`config.mk`:
```
export PLATFORM = sky130hd
export DESIGN_NAME = divsqrt_top
export DESIGN_NICKNAME = d
export VERILOG_FILES = /design/src/common/divsqrt_pkg.sv /design/src/common/divsqrt_ifs.sv /design/src/verilog/divsqrt_in_pipe.sv /design/src/divsqrt_core/divsqrt_iter_unit.sv /design/src/divsqrt_core/divsqrt_ctrl.sv /design/src/verilog/divsqrt_out_pipe.sv /design/src/verilog/divsqrt_top.sv
export SDC_FILE = /design/constraint.sdc
export NUM_CORES = 1
export LEC_CHECK = 0
export CORE_MARGIN = 5
export CORE_UTILIZATION = 57
export DETAILED_ROUTE_END_ITERATION = 10
export DONT_BUFFER_PORTS = 1
export PLACE_DENSITY = 0.84
export SYNTH_ARGS = -nofsm -noshare
export SYNTH_HDL_FRONTEND = slang
export SYNTH_SLANG_ARGS = --single-unit
export TNS_END_PERCENT = 100
```
`constraint.sdc`:
```
create_clock -name clk_i -period 4.02 [get_ports clk_i]
set_input_delay 0.402 -clock clk_i [delete_from_list [all_inputs] [get_ports clk_i]]
set_output_delay 0.402 -clock clk_i [all_outputs]
set_load 0.02 [all_outputs]
```
`src/common/divsqrt_pkg.sv`:
```
// --------------------
// Widths, payload types, status bit positions
// and the operation encoding of the divide/sqrt unit
// --------------------
`default_nettype none

package divsqrt_pkg;

  // --------------------
  // Widths and iteration counts
  // --------------------
  // Operand and result width
  localparam int unsigned OPERAND_WIDTH = 16;
  // One quotient bit per cycle
  localparam int unsigned ITER_DIV_CYCLES = OPERAND_WIDTH;
  // Two radicand bits per cycle
  localparam int unsigned ITER_SQRT_CYCLES = OPERAND_WIDTH / 2;

  // --------------------
  // Payload types
  // --------------------
  typedef logic [OPERAND_WIDTH-1:0] operand_t;
  // Identifier travelling with each operation
  typedef logic [3:0] tag_t;
  // Flag vector, see the bit indices below
  typedef logic [1:0] status_t;

  // Divide by zero
  localparam int unsigned STATUS_DZ = 1;
  // Inexact, nonzero remainder or non-perfect square
  localparam int unsigned STATUS_NX = 0;

  // Operation select
  typedef enum logic {
    OP_DIV  = 1'b0,
    OP_SQRT = 1'b1
  } op_e;

endpackage

`default_nettype wire

```
`src/common/divsqrt_ifs.sv`:
```
// --------------------
// Request, unit and response interfaces
// with their modports
// --------------------
`timescale 1ns/1ps
`default_nettype none

// Request handshake from the input pipe into the control
interface divsqrt_req_if;
  logic                  valid;
  logic                  ready;
  divsqrt_pkg::op_e      op;
  divsqrt_pkg::operand_t operand_a;
  divsqrt_pkg::operand_t operand_b;
  divsqrt_pkg::tag_t     tag;

  modport src (output valid, op, operand_a, operand_b, tag, input ready);
  modport dst (input valid, op, operand_a, operand_b, tag, output ready);
endinterface

// Control to iterative core
// Start pulses only while ready, done is a single-cycle pulse
interface divsqrt_unit_if;
  logic                  div_start;
  logic                  sqrt_start;
  divsqrt_pkg::operand_t operand_a;
  divsqrt_pkg::operand_t operand_b;
  logic                  kill;
  divsqrt_pkg::operand_t result;
  divsqrt_pkg::status_t  status;
  logic                  ready;
  logic                  done;

  modport ctrl (output div_start, sqrt_start, operand_a, operand_b, kill,
                input result, status, ready, done);
  modport core (input div_start, sqrt_start, operand_a, operand_b, kill,
                output result, status, ready, done);
endinterface

// Response handshake from the control into the output pipe
interface divsqrt_rsp_if;
  logic                  valid;
  logic                  ready;
  divsqrt_pkg::operand_t result;
  divsqrt_pkg::status_t  status;
  divsqrt_pkg::tag_t     tag;

  modport src (output valid, result, status, tag, input ready);
  modport dst (input valid, result, status, tag, output ready);
endinterface

`default_nettype wire

```
`src/verilog/divsqrt_in_pipe.sv`:
```
// --------------------
// Elastic input stages for requests
// Zero stages make it a pass-through
// --------------------
`timescale 1ns/1ps
`default_nettype none

module divsqrt_in_pipe #(
  parameter int unsigned NumInpRegs = 1
) (
  input  logic                  clk_i,
  input  logic                  arst_n_i,
  input  logic                  flush_i,
  input  logic                  in_valid_i,
  input  divsqrt_pkg::op_e      op_i,
  input  divsqrt_pkg::operand_t operand_a_i,
  input  divsqrt_pkg::operand_t operand_b_i,
  input  divsqrt_pkg::tag_t     tag_i,
  output logic                  in_ready_o,
  output logic                  busy_o,
  divsqrt_req_if.src            req
);

  // Index i is the value after i stages
  logic                  [0:NumInpRegs] valid_q;
  logic                  [0:NumInpRegs] ready;
  logic                  [0:NumInpRegs] busy_chain;
  divsqrt_pkg::op_e      [0:NumInpRegs] op_q;
  divsqrt_pkg::operand_t [0:NumInpRegs] opa_q;
  divsqrt_pkg::operand_t [0:NumInpRegs] opb_q;
  divsqrt_pkg::tag_t     [0:NumInpRegs] tag_q;

  // Stage 0 is the port side
  assign valid_q[0]    = in_valid_i;
  assign op_q[0]       = op_i;
  assign opa_q[0]      = operand_a_i;
  assign opb_q[0]      = operand_b_i;
  assign tag_q[0]      = tag_i;
  assign busy_chain[0] = 1'b0;
  assign in_ready_o    = ready[0];

  for (genvar i = 0; i < NumInpRegs; i++) begin : gen_stage
    logic reg_en;
    // Advance when the next stage moves on or holds a bubble
    assign ready[i] = ready[i+1] | ~valid_q[i+1];
    assign reg_en   = ready[i] & valid_q[i];

    // Valid bit, flush drops whatever sits here
    always_ff @(posedge clk_i or negedge arst_n_i) begin
      if (!arst_n_i) begin
        valid_q[i+1] <= 1'b0;
      end else if (flush_i) begin
        valid_q[i+1] <= 1'b0;
      end else if (ready[i]) begin
        valid_q[i+1] <= valid_q[i];
      end
    end

    // Request fields, enable only
    always_ff @(posedge clk_i) begin
      if (reg_en) begin
        op_q[i+1]  <= op_q[i];
        opa_q[i+1] <= opa_q[i];
        opb_q[i+1] <= opb_q[i];
        tag_q[i+1] <= tag_q[i];
      end
    end

    // Any occupied stage counts as in flight
    assign busy_chain[i+1] = busy_chain[i] | valid_q[i+1];
  end

  // Last stage faces the control
  assign ready[NumInpRegs] = req.ready;
  assign req.valid         = valid_q[NumInpRegs];
  assign req.op            = op_q[NumInpRegs];
  assign req.operand_a     = opa_q[NumInpRegs];
  assign req.operand_b     = opb_q[NumInpRegs];
  assign req.tag           = tag_q[NumInpRegs];
  assign busy_o            = busy_chain[NumInpRegs];

endmodule

`default_nettype wire

```
`src/divsqrt_core/divsqrt_iter_unit.sv`:
```
// --------------------
// Bit-serial restoring divider and
// digit-by-digit square root engine
// --------------------
`timescale 1ns/1ps
`default_nettype none

module divsqrt_iter_unit (
  input  logic          clk_i,
  input  logic          arst_n_i,
  divsqrt_unit_if.core  unit
);

  localparam int unsigned W     = divsqrt_pkg::OPERAND_WIDTH;
  // One spare bit for the trial subtraction
  localparam int unsigned RemW  = W + 1;
  localparam int unsigned RootW = W / 2;
  localparam int unsigned CntW  = $clog2(divsqrt_pkg::ITER_DIV_CYCLES);

  typedef enum logic {
    ST_IDLE,
    ST_RUN
  } state_e;

  state_e                state_q;
  logic [CntW-1:0]       cnt_q;
  logic                  start;
  logic                  last_iter;
  // Datapath registers
  logic                  is_sqrt_q;
  logic [RemW-1:0]       rem_q;
  logic [RemW-1:0]       rem_d;
  // Dividend shifting out, quotient shifting in, or radicand for sqrt
  divsqrt_pkg::operand_t acc_q;
  divsqrt_pkg::operand_t acc_d;
  logic [RootW-1:0]      root_q;
  logic [RootW-1:0]      root_d;
  divsqrt_pkg::operand_t divisor_q;
  // Iteration step
  logic [RemW-1:0]       shifted;
  logic [RemW-1:0]       trial;
  logic                  fits;
  logic                  div_zero;
  divsqrt_pkg::status_t  status;

  assign start = unit.div_start | unit.sqrt_start;

  // Last iteration runs combinationally in the done cycle
  assign last_iter = is_sqrt_q
                   ? (cnt_q == CntW'(divsqrt_pkg::ITER_SQRT_CYCLES - 1))
                   : (cnt_q == CntW'(divsqrt_pkg::ITER_DIV_CYCLES - 1));

  // --------------------
  // Iteration step
  // --------------------
  always_comb begin : step
    if (is_sqrt_q) begin
      // Bring down the next radicand bit pair
      shifted = {rem_q[RemW-3:0], acc_q[W-1 -: 2]};
      // Trial value 4*root + 1
      trial   = RemW'({root_q, 2'b01});
    end else begin
      // Bring down the next dividend bit
      shifted = {rem_q[RemW-2:0], acc_q[W-1]};
      trial   = RemW'(divisor_q);
    end
  end

  // Restore by keeping the shifted value when the trial does not fit
  assign fits   = shifted >= trial;
  assign rem_d  = fits ? shifted - trial : shifted;
  assign acc_d  = is_sqrt_q ? acc_q << 2 : {acc_q[W-2:0], fits};
  assign root_d = {root_q[RootW-2:0], fits};

  // --------------------
  // Result and flags
  // --------------------
  assign div_zero = ~is_sqrt_q & (divisor_q == '0);

  always_comb begin : flags
    status                        = '0;
    status[divsqrt_pkg::STATUS_DZ] = div_zero;
    // Exact remainder is meaningless for x/0
    status[divsqrt_pkg::STATUS_NX] = ~div_zero & (rem_d != '0);
  end

  // A zero divisor fits every trial so the quotient comes out all ones
  assign unit.result = is_sqrt_q ? W'(root_d) : acc_d;
  assign unit.status = status;
  assign unit.done   = (state_q == ST_RUN) & last_iter;
  // Back-to-back start allowed in the done cycle
  assign unit.ready  = (state_q == ST_IDLE) | unit.done;

  // --------------------
  // Sequencing
  // --------------------
  always_ff @(posedge clk_i or negedge arst_n_i) begin : seq_regs
    if (!arst_n_i) begin
      state_q <= ST_IDLE;
      cnt_q   <= '0;
    end else if (unit.kill) begin
      state_q <= ST_IDLE;
      cnt_q   <= '0;
    end else if (start) begin
      state_q <= ST_RUN;
      cnt_q   <= '0;
    end else if (state_q == ST_RUN) begin
      if (last_iter) begin
        state_q <= ST_IDLE;
      end
      cnt_q <= cnt_q + 1'b1;
    end
  end

  // Operands load on start, then shift each running cycle
  always_ff @(posedge clk_i) begin : data_regs
    if (start) begin
      is_sqrt_q <= unit.sqrt_start;
      rem_q     <= '0;
      acc_q     <= unit.operand_a;
      root_q    <= '0;
      divisor_q <= unit.operand_b;
    end else if (state_q == ST_RUN) begin
      rem_q  <= rem_d;
      acc_q  <= acc_d;
      root_q <= root_d;
    end
  end

endmodule

`default_nettype wire

```
`src/divsqrt_core/divsqrt_ctrl.sv`:
```
// --------------------
// Control FSM around the iterative core
// Tag capture and result hold register
// --------------------
`timescale 1ns/1ps
`default_nettype none

module divsqrt_ctrl (
  input  logic          clk_i,
  input  logic          arst_n_i,
  input  logic          flush_i,
  output logic          busy_o,
  divsqrt_req_if.dst    req,
  divsqrt_unit_if.ctrl  unit,
  divsqrt_rsp_if.src    rsp
);

  typedef enum logic [1:0] {
    IDLE,
    BUSY,
    HOLD
  } state_e;

  state_e                state_q;
  state_e                state_d;
  logic                  fsm_ready;
  logic                  out_valid;
  logic                  unit_busy;
  logic                  op_start;
  logic                  hold_en;
  divsqrt_pkg::tag_t     tag_q;
  divsqrt_pkg::operand_t held_result_q;
  divsqrt_pkg::status_t  held_status_q;

  // --------------------
  // FSM
  // --------------------
  always_comb begin : fsm
    fsm_ready = 1'b0;
    out_valid = 1'b0;
    unit_busy = 1'b0;
    state_d   = state_q;

    unique case (state_q)
      // Waiting for work
      IDLE: begin
        fsm_ready = 1'b1;
      end
      // Core running
      BUSY: begin
        unit_busy = 1'b1;
        if (unit.done) begin
          out_valid = 1'b1;
          if (rsp.ready) begin
            // Result leaves now, next request may start this cycle
            fsm_ready = 1'b1;
            state_d   = IDLE;
          end else begin
            state_d = HOLD;
          end
        end
      end
      // Result parked, waiting for downstream
      HOLD: begin
        unit_busy = 1'b1;
        out_valid = 1'b1;
        if (rsp.ready) begin
          fsm_ready = 1'b1;
          state_d   = IDLE;
        end
      end
      default: state_d = IDLE;
    endcase

    // Start gated by the FSM and the core
    op_start = req.valid & fsm_ready & unit.ready & ~flush_i;
    if (op_start) begin
      state_d = BUSY;
    end

    // Flush wins over everything
    if (flush_i) begin
      unit_busy = 1'b0;
      out_valid = 1'b0;
      state_d   = IDLE;
    end
  end

  always_ff @(posedge clk_i or negedge arst_n_i) begin : state_reg
    if (!arst_n_i) begin
      state_q <= IDLE;
    end else begin
      state_q <= state_d;
    end
  end

  // --------------------
  // Core side
  // --------------------
  assign req.ready       = fsm_ready & unit.ready;
  assign unit.div_start  = op_start & (req.op == divsqrt_pkg::OP_DIV);
  assign unit.sqrt_start = op_start & (req.op == divsqrt_pkg::OP_SQRT);
  assign unit.operand_a  = req.operand_a;
  assign unit.operand_b  = req.operand_b;
  assign unit.kill       = flush_i;

  // Tag follows the operation through the core
  always_ff @(posedge clk_i) begin : tag_reg
    if (op_start) begin
      tag_q <= req.tag;
    end
  end

  // Capture the result only when done finds downstream stalled
  assign hold_en = unit.done & ~rsp.ready;

  always_ff @(posedge clk_i) begin : hold_reg
    if (hold_en) begin
      held_result_q <= unit.result;
      held_status_q <= unit.status;
    end
  end

  // --------------------
  // Response side
  // --------------------
  assign rsp.valid  = out_valid;
  assign rsp.result = (state_q == HOLD) ? held_result_q : unit.result;
  assign rsp.status = (state_q == HOLD) ? held_status_q : unit.status;
  assign rsp.tag    = tag_q;
  assign busy_o     = unit_busy;

endmodule

`default_nettype wire

```
`src/verilog/divsqrt_out_pipe.sv`:
```
// --------------------
// Elastic output stages for results,
// status and tag
// --------------------
`timescale 1ns/1ps
`default_nettype none

module divsqrt_out_pipe #(
  parameter int unsigned NumOutRegs = 1
) (
  input  logic                  clk_i,
  input  logic                  arst_n_i,
  input  logic                  flush_i,
  input  logic                  out_ready_i,
  divsqrt_rsp_if.dst            rsp,
  output logic                  out_valid_o,
  output divsqrt_pkg::operand_t result_o,
  output divsqrt_pkg::status_t  status_o,
  output divsqrt_pkg::tag_t     tag_o,
  output logic                  busy_o
);

  // Index i is the value after i stages
  logic                  [0:NumOutRegs] valid_q;
  logic                  [0:NumOutRegs] ready;
  logic                  [0:NumOutRegs] busy_chain;
  divsqrt_pkg::operand_t [0:NumOutRegs] result_q;
  divsqrt_pkg::status_t  [0:NumOutRegs] status_q;
  divsqrt_pkg::tag_t     [0:NumOutRegs] tag_q;

  // Stage 0 is the control side
  assign valid_q[0]    = rsp.valid;
  assign result_q[0]   = rsp.result;
  assign status_q[0]   = rsp.status;
  assign tag_q[0]      = rsp.tag;
  assign busy_chain[0] = 1'b0;
  assign rsp.ready     = ready[0];

  for (genvar i = 0; i < NumOutRegs; i++) begin : gen_stage
    logic reg_en;
    assign ready[i] = ready[i+1] | ~valid_q[i+1];
    assign reg_en   = ready[i] & valid_q[i];

    always_ff @(posedge clk_i or negedge arst_n_i) begin
      if (!arst_n_i) begin
        valid_q[i+1] <= 1'b0;
      end else if (flush_i) begin
        valid_q[i+1] <= 1'b0;
      end else if (ready[i]) begin
        valid_q[i+1] <= valid_q[i];
      end
    end

    always_ff @(posedge clk_i) begin
      if (reg_en) begin
        result_q[i+1] <= result_q[i];
        status_q[i+1] <= status_q[i];
        tag_q[i+1]    <= tag_q[i];
      end
    end

    assign busy_chain[i+1] = busy_chain[i] | valid_q[i+1];
  end

  // Downstream ready enters at the last stage
  assign ready[NumOutRegs] = out_ready_i;
  assign out_valid_o       = valid_q[NumOutRegs];
  assign result_o          = result_q[NumOutRegs];
  assign status_o          = status_q[NumOutRegs];
  assign tag_o             = tag_q[NumOutRegs];
  assign busy_o            = busy_chain[NumOutRegs];

endmodule

`default_nettype wire

```
`src/verilog/divsqrt_top.sv`:
```
// --------------------
// Divide/sqrt unit top level
// Input pipe, control, core, output pipe
// --------------------
`timescale 1ns/1ps
`default_nettype none

module divsqrt_top #(
  parameter int unsigned NumInpRegs = 1,
  parameter int unsigned NumOutRegs = 1
) (
  input  logic                  clk_i,
  input  logic                  arst_n_i,
  input  logic                  in_valid_i,
  input  divsqrt_pkg::op_e      op_i,
  input  divsqrt_pkg::operand_t operand_a_i,
  input  divsqrt_pkg::operand_t operand_b_i,
  input  divsqrt_pkg::tag_t     tag_i,
  input  logic                  flush_i,
  input  logic                  out_ready_i,
  output logic                  in_ready_o,
  output logic                  out_valid_o,
  output divsqrt_pkg::operand_t result_o,
  output divsqrt_pkg::status_t  status_o,
  output divsqrt_pkg::tag_t     tag_o,
  output logic                  busy_o
);

  logic in_busy;
  logic ctrl_busy;
  logic out_busy;

  divsqrt_req_if  req_if ();
  divsqrt_unit_if unit_if ();
  divsqrt_rsp_if  rsp_if ();

  divsqrt_in_pipe #(
    .NumInpRegs ( NumInpRegs )
  ) i_in_pipe (
    .clk_i       ( clk_i       ),
    .arst_n_i    ( arst_n_i    ),
    .flush_i     ( flush_i     ),
    .in_valid_i  ( in_valid_i  ),
    .op_i        ( op_i        ),
    .operand_a_i ( operand_a_i ),
    .operand_b_i ( operand_b_i ),
    .tag_i       ( tag_i       ),
    .in_ready_o  ( in_ready_o  ),
    .busy_o      ( in_busy     ),
    .req         ( req_if.src  )
  );

  divsqrt_ctrl i_ctrl (
    .clk_i    ( clk_i        ),
    .arst_n_i ( arst_n_i     ),
    .flush_i  ( flush_i      ),
    .busy_o   ( ctrl_busy    ),
    .req      ( req_if.dst   ),
    .unit     ( unit_if.ctrl ),
    .rsp      ( rsp_if.src   )
  );

  divsqrt_iter_unit i_iter_unit (
    .clk_i    ( clk_i        ),
    .arst_n_i ( arst_n_i     ),
    .unit     ( unit_if.core )
  );

  divsqrt_out_pipe #(
    .NumOutRegs ( NumOutRegs )
  ) i_out_pipe (
    .clk_i       ( clk_i       ),
    .arst_n_i    ( arst_n_i    ),
    .flush_i     ( flush_i     ),
    .out_ready_i ( out_ready_i ),
    .rsp         ( rsp_if.dst  ),
    .out_valid_o ( out_valid_o ),
    .result_o    ( result_o    ),
    .status_o    ( status_o    ),
    .tag_o       ( tag_o       ),
    .busy_o      ( out_busy    )
  );

  // Anything queued, computing or waiting to leave
  assign busy_o = in_busy | ctrl_busy | out_busy;

endmodule

`default_nettype wire

```
==> results of run 1 <==
cells by family (layout without fill, tap and decap cells):
group	count (synthesis)	after routing	synth area share [%]
DFF	147	147	59.2
and+or+nand+nor	144	144	10.2
AOI/OAI and AO/OA	108	108	9.91
muxes	81	81	12.3
buffers and inverters	38	64	2.23
adders and majority gates	22	22	4.06
xor gates and xnor gates	16	16	2.01
synth_stat cells (all sizes together) (8+ instances only):
library cell and n:
nor2 44, edfxtp 114, ha 21, nand2 30, dfrtp 9, dfxtp 24, clkbuf 17, o21ai 35
a211oi 15, xor2 8, mux2i 42, inv 14, nand2b 14, xnor2 8, nor2b 14, a21oi 28
mux2 39
timing repair:
action                                 4_1_cts  5_1_grt
gates resized for setup                      0        1
buffers inserted                             0        1
setup endpoints to repair                    0        1
endpoints found under the hold margin        9        0
hold buffers                                 1        0
cell type report:
| cell class | count | area, um^2 | share of cell area, % |
|---|---|---|---|
| sequential | 147 | 4130 | 53.1 |
| multi-input combinational | 371 | 2700 | 34.7 |
| clock buffer | 17 | 425 | 5.47 |
| tap | 147 | 184 | 2.37 |
| clock inverter | 15 | 148 | 1.90 |
| timing repair buffer | 18 | 138 | 1.77 |
| inverter | 14 | 52.6 | 0.676 |
path summary, 6_finish.rpt:
| kind | from | end | slack [ns] |
|---|---|---|---|
| setup reg to reg | i_iter_unit.is_sqrt_q$_DFFE_PP_ | i_out_pipe.status_o[0]$_DFFE_PP_ | 0.19 |
| min in group asynchronous | arst_n_i | i_iter_unit.cnt_q[0]$_DFFE_PN0P_ | 0.36 |
| hold reg to reg | i_in_pipe.req.operand_b[12]$_DFFE_PP_ | i_iter_unit.divisor_q[12]$_DFFE_PP_ | 0.42 |
| setup / recovery | i_iter_unit.is_sqrt_q$_DFFE_PP_ | i_out_pipe.status_o[0]$_DFFE_PP_ | 0.19 |
| max in group asynchronous | arst_n_i | i_in_pipe.busy_o$_DFFE_PN0P_ | 3.36 |
| hold / removal | flush_i | i_iter_unit.state_q$_DFF_PN0_ | 0.05 |
worst register-to-register path, delay by kind of cell, from the launching register on:
kind,cells,cell delay [ns]
compound gates,6,1.56
simple gates,2,0.61
flops,1,0.49
fa+ha+maj,1,0.40
mux,1,0.30
buf+inv,1,0.23
per-stage QoR:
step	utilization (%)	instance area, um^2	instances
2_1_floorplan	-	6980	556
3_3_place_gp	59.8	7190	695
3_5_place_dp	59.8	7190	695
4_1_cts	64.7	7770	728
5_1_grt	64.7	7780	729
6_report	64.7	7780	729
power groups by stage:
stage | Clock [uW] | Sequential [uW] | Combinational [uW]
CTS | 1540 | 1950 | 1850
floorplan | 0 | 1940 | 1400
global placement | 0 | 1980 | 1810
detailed placement | 0 | 1980 | 1830
finish | 1510 | 1960 | 1880
global route | 1610 | 1970 | 2060
per-layer routing:
metal  vias to the layer above  global-route usage (%)  share of wire (%)
li1                       2101                       -                  -
met1                      2179                    27.4                 44
met2                       155                    32.2                 49
met3                        20                    5.33                5.5
met4                         0                    8.43                2.1
met5                         -                       0                  0
==> results.yml, run 1 <==
floorplanning:
  start_util_pct: 58.0
  core_um2: 12000
  dieArea_um2: 14500
  dieWidth_um: 121
  io_pins: 67
  fp-row-count: 40
  die_height_um: 121
timing:
  tightest_slew_ns: 1.06
  hold_slack_ns: 0.0476
  drv_slew: 0
  skew_ns: 0.0108
  hold_viol: 0
  fin_ws_ns: 0.193
  slew_headroom_pct: 29.2
  rsz0062_at_grt: "false"
  max_freq_ghz: 0.261
  timing.setup.tns_ns: 0
  period_needed_ns: 3.83
  setup_violations: 0
  period_share_pct: 95.2
placed_design:
  dp_slack_ns: 0.103
  port_buffers: 0
  gp_congestion: 0.974
  hpwl_um: 10200
logic_synthesis:
  synth-seq-cells: 147
  synth_top_area_cell: "edfxtp_1"
  yosysSeqAreaShare_pct: 59.2
  syn-num-nets: 620
  syn-cell-area_um2: 6970
  async_reset_ff_share_pct: 6.12
  ys_warn_count: 0
  yosysUniqueCellTypes: 53
  synth_area_leaders: "edfxtp_1 49%, dfxtp_1 6.9%, mux2_2 6.1%"
  synth_ff_type: "edfxtp_1"
  synthCells: 556
  synth_edf_count: 114
  synth_top_area_share_pct: 49.1
  syn_area_per_cell_um2: 12.5
power_and_ir_drop:
  combPwrFrac_pct: 35.2
  leakage_uw: 0.00289
  sequentialPowerShare_pct: 36.6
  switching_share_pct: 34.8
  p_sw_uw: 1860
  p_per_area_nw_per_um2: 688
  power.total_uw: 5350
  power.internal_uw: 3490
  peakVddDrop_mv: 0.617
  pwr-share-clk_pct: 28.2
clock_network:
  root_buffer: "clkbuf_16"
  htree_levels: 4
  clock_sinks: 147
  clk_path_buf_depth: 2
  cts_buffers: 17
  tritoncts: "yes"
  clkLatencyLatePin_ns: 0.42
  clkTransAtPathRegs_ns: 0.06
routing:
  wirelength_um: 14500
  drtAntennaViolNets: 0
  vias_per_cell: 6.11
  route.detailed.drc: 0
  drtIter0Drc: 342
  vias: 4455
  wl_per_cell_um: 19.9
  first_pass_iters: 5
worst_setup_path:
  cp_top_family: "compound AO/OA/AOI/OAI gates"
  max_stage_delay_ns: 0.49
  path_max_fanout: 10
  worst-path-stages: 11
  arrival_ns: 3.99
  critPathRequiredTime_ns: 4.18
  end_kind: "register"
  cp_slowest_cell: "edfxtp_1"
  path_buf_inv: 1
  path_cells: "buf_4 > o21ai_0 > ha_1 > o211a_1 > a21boi_4 > or3_1 > a2111o_1 > nor4_2 > a41o_1 > a31oi_1 > mux2_2"
  critPathLaunchType: "register"
  r2r_cells: 11
  path_class: "reg -> reg"
final_layout:
  final_layout_size_suffix_gt1_share_pct: 16.7
  diodes: 0
  final_nets: 633
  final_common_cell: "edfxtp_1"
  most-common-layout-cells: "114 x edfxtp_1, 43 x nor2_1, 42 x mux2i_1"
  area_growth_syn_to_layout_pct: 11.6
  num-fill-cells: 861
global_routing:
  grt_antenna_before_repair: 0
  grt_pass1_vias: 4491
  grt_usage_pct: 20.6
  grt-ovfl-total: 0
  grt_pass1_wl_um: 23000
  grt_max_degree: 45
min_path:
  hold_path.class: "in -> reg"
  min_path_cells: 1
run:
  max_cap_violations: 0
status:
  status: "finished clean"
No activity file was read; power rests on OpenSTA's default activity.
==> run 2: changes to the inputs <==
- CORE_UTILIZATION: 57 -> 65
- GPL_ROUTABILITY_DRIVEN: not set -> 0
- PLACE_DENSITY: 0.84 -> 0.9
- clock period: 4.02 -> 4.5 ns (I/O delays scaled with it)
==> run 2 against run 1 <==
Register-to-register slack improved by 0.17 ns. Fmax shrank 7.6%. Worst hold slack improved by 0.030 ns. Clock-buffer cell count unchanged. Sequential share of layout area shrank 2.2 points. Global-route usage rose by 5.0 points. Clock power down 7%. Setup slack improved by 0.17 ns. Design area grew 4.3%. Die area decreased by 11%.
==> results.yml, run 2 (synthesized netlist as in run 1, its figures left out) <==
global_routing:
  grt_usage_pct: 25.6
  grt_pass1_wl_um: 25400
  grt_pass1_vias: 4816
  grt_max_degree: 46
  grt-ovfl-total: 0
  grt_antenna_before_repair: 0
min_path:
  min_to: "i_in_pipe.busy_o$_DFFE_PN0P_"
  min_from: "in_valid_i"
  hold_path.class: "in -> reg"
  min_path_cells: 2
worst_setup_path:
  reg2reg_slack_ns: 0.36
  critPathLaunchType: "register"
  critPathRequiredTime_ns: 4.78
  end_kind: "register"
  arrival_ns: 4.42
  r2r_cells: 13
  path_max_fanout: 32
  path_class: "reg -> reg"
  r2r_start: "i_iter_unit.is_sqrt_q$_DFFE_PP_"
  r2r-end: "i_out_pipe.status_o[0]$_DFFE_PP_"
final_layout:
  multi_input_area_um2: 2700
  num-fill-cells: 585
  final_cells: 750
  final_common_cell: "edfxtp_1"
  diodes: 0
  final_layout_size_suffix_gt1_share_pct: 14.7
  seq_area_um2: 4130
  final_nets: 665
  most-common-layout-cells: "114 x edfxtp_1, 43 x nor2_1, 42 x mux2i_1"
  area_growth_syn_to_layout_pct: 16.4
floorplanning:
  die_height_um: 114
  start_util_pct: 67.2
  io_pins: 67
  fp-row-count: 37
  dieArea_um2: 12900
  core_um2: 10400
  dieWidth_um: 114
clock_network:
  holdBufCountCts: 34
  cts_setup_buffers: 0
  htree_levels: 4
  clock_sinks: 147
  clkLatencyLatePin_ns: 0.53
  root_buffer: "clkbuf_8"
  clkTransAtPathRegs_ns: 0.07
  tritoncts: "yes"
  cts_buffers: 17
  clk_path_buf_depth: 2
  cts.repair.resized: 0
power_and_ir_drop:
  p_per_area_nw_per_um2: 603
  peakVddDrop_mv: 0.483
  sequentialPowerShare_pct: 36.0
  combPwrFrac_pct: 35.2
  p_sw_uw: 1750
  leakage_uw: 0.00303
  switching_share_pct: 35.8
  power.internal_uw: 3140
  pwr-share-clk_pct: 28.8
timing:
  skew_ns: 0.0102
  slew_headroom_pct: 23.7
  setup_violations: 0
  timing.setup.tns_ns: 0
  period_needed_ns: 4.14
  hold_viol: 0
  period_share_pct: 92.0
  drv_slew: 0
  rsz0062_at_grt: "false"
  max_freq_ghz: 0.241
  tightest_slew_ns: 1.14
routing:
  first_pass_iters: 6
  vias_per_cell: 6.49
  vias: 4871
  drtIter0Drc: 770
  drtAntennaViolNets: 0
  wirelength_um: 16400
  route.detailed.drc: 0
  wl_per_cell_um: 21.9
run:
  max_cap_violations: 0
placed_design:
  hpwl_um: 9760
  dp_cells: 678
  port_buffers: 0
status:
  status: "finished clean"
## run 2: per-layer routing
metal	vias up	share of wire (%)	track usage, %
li1	2173	-	-
met1	2357	39	33.1
met2	286	50	41.7
met3	55	8.1	7.11
met4	0	2.4	9.13
met5	-	0	0
## run 2: power by group through the flow
stage	clock [uW]	sequential, uW	combinational, uW
floorplan	0	1730	1250
global placement	0	1760	1510
detailed placement	0	1770	1580
CTS	1410	1750	1650
global route	1500	1770	1840
finish	1410	1760	1720
## run 2: worst max path at each step
stage | from | cells after the start | endpoint | slack [ns]
2_1_floorplan | i_iter_unit.is_sqrt_q$_DFFE_PP_ | 15 | i_out_pipe.status_o[0]$_DFFE_PP_ | 0.20
3_3_place_gp | i_iter_unit.is_sqrt_q$_DFFE_PP_ | 13 | i_out_pipe.status_o[0]$_DFFE_PP_ | 0.70
3_5_place_dp | i_iter_unit.is_sqrt_q$_DFFE_PP_ | 13 | i_out_pipe.status_o[0]$_DFFE_PP_ | 0.54
4_1_cts | i_iter_unit.is_sqrt_q$_DFFE_PP_ | 13 | i_out_pipe.status_o[0]$_DFFE_PP_ | 0.51
5_1_grt | i_iter_unit.is_sqrt_q$_DFFE_PP_ | 13 | i_out_pipe.status_o[0]$_DFFE_PP_ | 0.19
6_report | i_iter_unit.is_sqrt_q$_DFFE_PP_ | 13 | i_out_pipe.status_o[0]$_DFFE_PP_ | 0.36
## run 2: critical path: stages (launching register included)
cell and delay, ns:
edfxtp_1 0.53, buf_4 0.44, or2_2 0.21, ha_1 0.15, inv_1 0.05, fa_1 0.42
a211oi_1 0.34, o21ai_0 0.27, a221oi_2 0.48, a21oi_1 0.16, xor2_1 0.17, mux2i_1 0.20
a31oi_1 0.14, mux2_2 0.29
## run 2: per-stage QoR
step / setup WS [ns] / hold slack [ns] / utilization, % / total power (uW) / instance area [um^2]
floorplan: 0.195 / 0.154 / - / 2980 / 6970
global placement: 0.699 / 0.155 / 68.7 / 3270 / 7130
detailed placement: 0.539 / 0.155 / 68.7 / 3350 / 7130
CTS: 0.506 / 0.00000580 / 77.6 / 4820 / 8050
global route: 0.188 / 0.0646 / 78.2 / 5110 / 8110
finish: 0.358 / 0.0779 / 78.2 / 4890 / 8110
## run 2: cell type report
cell class	count	share of cell area [%]
Clock buffer	17	5.11
Clock inverter	15	2.10
Inverter	14	0.648
Multi-Input combinational cell	371	33.3
Sequential cell	147	50.9
Tap cell	136	2.10
Timing Repair Buffer	50	5.86
==> run 3: changes to the inputs <==
- ABC_CLOCK_PERIOD_IN_PS: not set -> 4300
- CORE_UTILIZATION: 65 -> 63
- PLACE_DENSITY: 0.9 -> 0.88
- SKIP_LAST_GASP: not set -> 1
- clock period: 4.5 -> 4.3 ns (I/O delays scaled with it)
==> run 3 against run 2 <==
Worst hold slack improved by 0.018 ns. Power up 3.7%. Wire length fell by 2.6%. Critical path depth shrank 1. Clock power rose by 3%. Final cell count increased by 0.53%. Utilization down 3.3 points. Non-clock buffer count stayed put. Register-to-register slack worse by 0.14 ns. Sequential share of layout area is essentially flat. Highest routed layer unchanged.
==> results.yml, run 3 (synthesized netlist as in run 1, its figures left out) <==
worst_setup_path:
  reg2reg_slack_ns: 0.22
  critPathRequiredTime_ns: 4.58
  path_cells: "buf_4 > buf_4 > mux2_2 > ha_1 > nand4_1 > nor3_1 > o21ai_0 > a21oi_1 > nand2b_1 > mux2i_1 > a31oi_1 > mux2_2"
  path_max_fanout: 25
  r2r-end: "i_out_pipe.status_o[0]$_DFFE_PP_"
  r2r_cells: 12
  cp_top_family: "multiplexers"
  path_class: "reg -> reg"
  r2r_start: "i_iter_unit.is_sqrt_q$_DFFE_PP_"
  critPathLaunchType: "register"
  end_kind: "register"
  max_stage_delay_ns: 0.47
  path_buf_inv: 2
  cp_slowest_cell: "edfxtp_1"
  arrival_ns: 4.36
floorplanning:
  io_pins: 67
  start_util_pct: 64.3
  core_um2: 10800
  die_height_um: 115
  fp-row-count: 38
  dieArea_um2: 13300
  dieWidth_um: 115
routing:
  drtAntennaViolNets: 0
  vias: 4803
  wirelength_um: 16000
  route.detailed.drc: 0
  drtIter0Drc: 807
  vias_per_cell: 6.37
  first_pass_iters: 8
  wl_per_cell_um: 21.2
power_and_ir_drop:
  p_sw_uw: 1740
  power.total_uw: 5070
  power.internal_uw: 3330
  peakVddDrop_mv: 0.554
  sequentialPowerShare_pct: 36.3
  combPwrFrac_pct: 35.1
  switching_share_pct: 34.4
  leakage_uw: 0.00302
  p_per_area_nw_per_um2: 625
  pwr-share-clk_pct: 28.5
final_layout:
  final_common_cell: "edfxtp_1"
  area_growth_syn_to_layout_pct: 16.5
  most-common-layout-cells: "114 x edfxtp_1, 43 x nor2_1, 42 x mux2i_1"
  final_nets: 665
  final_layout_size_suffix_gt1_share_pct: 14.8
  final_cells: 754
  diodes: 0
global_routing:
  grt-ovfl-total: 0
  grt_max_degree: 45
  grt_pass1_vias: 4833
  grt_usage_pct: 24.9
  grt_antenna_before_repair: 0
  grt_pass1_wl_um: 25000
timing:
  timing.setup.tns_ns: 0
  hold_viol: 0
  slew_headroom_pct: 25.5
  drv_slew: 0
  period_needed_ns: 4.08
  max_freq_ghz: 0.245
  tightest_slew_ns: 1.12
  rsz0062_at_grt: "false"
  period_share_pct: 95.0
  setup_violations: 0
  skew_ns: 0.0164
clock_network:
  cts_setup_buffers: 0
  clkLatencyLatePin_ns: 0.54
  clkTransAtPathRegs_ns: 0.06
  htree_levels: 4
  clock_sinks: 147
  root_buffer: "clkbuf_8"
  clk_path_buf_depth: 2
  cts_buffers: 17
  tritoncts: "yes"
min_path:
  min_path_cells: 2
  hold_path.class: "in -> reg"
  min_from: "in_valid_i"
  min_to: "i_in_pipe.busy_o$_DFFE_PN0P_"
placed_design:
  port_buffers: 0
  dp_cells: 683
  hpwl_um: 9960
status:
  status: "finished clean"
run:
  max_cap_violations: 0
-- run 3: cell count changes in the layout (fill, tap and decap cells not counted), sizes merged --
cell	change
clkinv	+3
inv	-7
bufinv	+1
clkbuf	+2
clkinvlp	+1
dlygate4sd3	-1
buf	+1
-- run 3: per-layer routing --
metal  GRT usage [%]  up-vias  share of wire (%)
met2            41.0      261                 49
met3            8.68       78                8.8
met4            11.7        0                4.4
li1                -     2161                  -
met1            29.4     2303                 38
met5               0        -                  0
-- run 3: cell type report --
class                   instances  area [um^2]
clock buffers                  19          422
clock inverters                13          159
fillers                       616         2720
inverters                      14         52.6
multi-input cells             371         2710
flip-flops and latches        147         4130
well taps                     140          175
repair buffers                 50          473
-- run 3: worst max path at each step --
stage,start,endpoint,slack (ns),cells past startpoint
2_1_floorplan,i_iter_unit.is_sqrt_q$_DFFE_PP_,i_out_pipe.status_o[0]$_DFFE_PP_,0.19,15
3_3_place_gp,i_iter_unit.is_sqrt_q$_DFFE_PP_,i_out_pipe.status_o[0]$_DFFE_PP_,0.49,11
3_5_place_dp,i_iter_unit.is_sqrt_q$_DFFE_PP_,i_out_pipe.status_o[0]$_DFFE_PP_,0.18,12
4_1_cts,i_iter_unit.is_sqrt_q$_DFFE_PP_,i_out_pipe.status_o[0]$_DFFE_PP_,0.16,12
5_1_grt,i_iter_unit.is_sqrt_q$_DFFE_PP_,i_out_pipe.status_o[0]$_DFFE_PP_,0.02,12
6_report,i_iter_unit.is_sqrt_q$_DFFE_PP_,i_out_pipe.status_o[0]$_DFFE_PP_,0.22,12
-- run 3: timing repair --
item | CTS | global route
endpoints found under the hold margin | 49 | 0
hold buffers | 39 | 0
resized for setup | 0 | 2
setup endpoints to repair | 0 | 1
-- run 3: metrics by stage --
step | util, % | setup slack, ns | cell area (um^2) | hold slack [ns]
5_1_grt | 74.9 | 0.0218 | 8120 | 0.0877
3_5_place_dp | 65.9 | 0.183 | 7140 | 0.135
3_3_place_gp | 65.9 | 0.494 | 7140 | 0.135
2_1_floorplan | - | 0.192 | 6970 | 0.134
4_1_cts | 74.8 | 0.157 | 8110 | 0.0865
6_report | 74.9 | 0.217 | 8120 | 0.0959
-- run 3: power by group through the flow --
stage          sequential [uW]  combinational [uW]  clock [uW]
2_1_floorplan             1820                1310           0
3_3_place_gp              1850                1570           0
3_5_place_dp              1860                1650           0
4_1_cts                   1830                1690        1450
5_1_grt                   1850                1900        1540
6_report                  1840                1780        1450
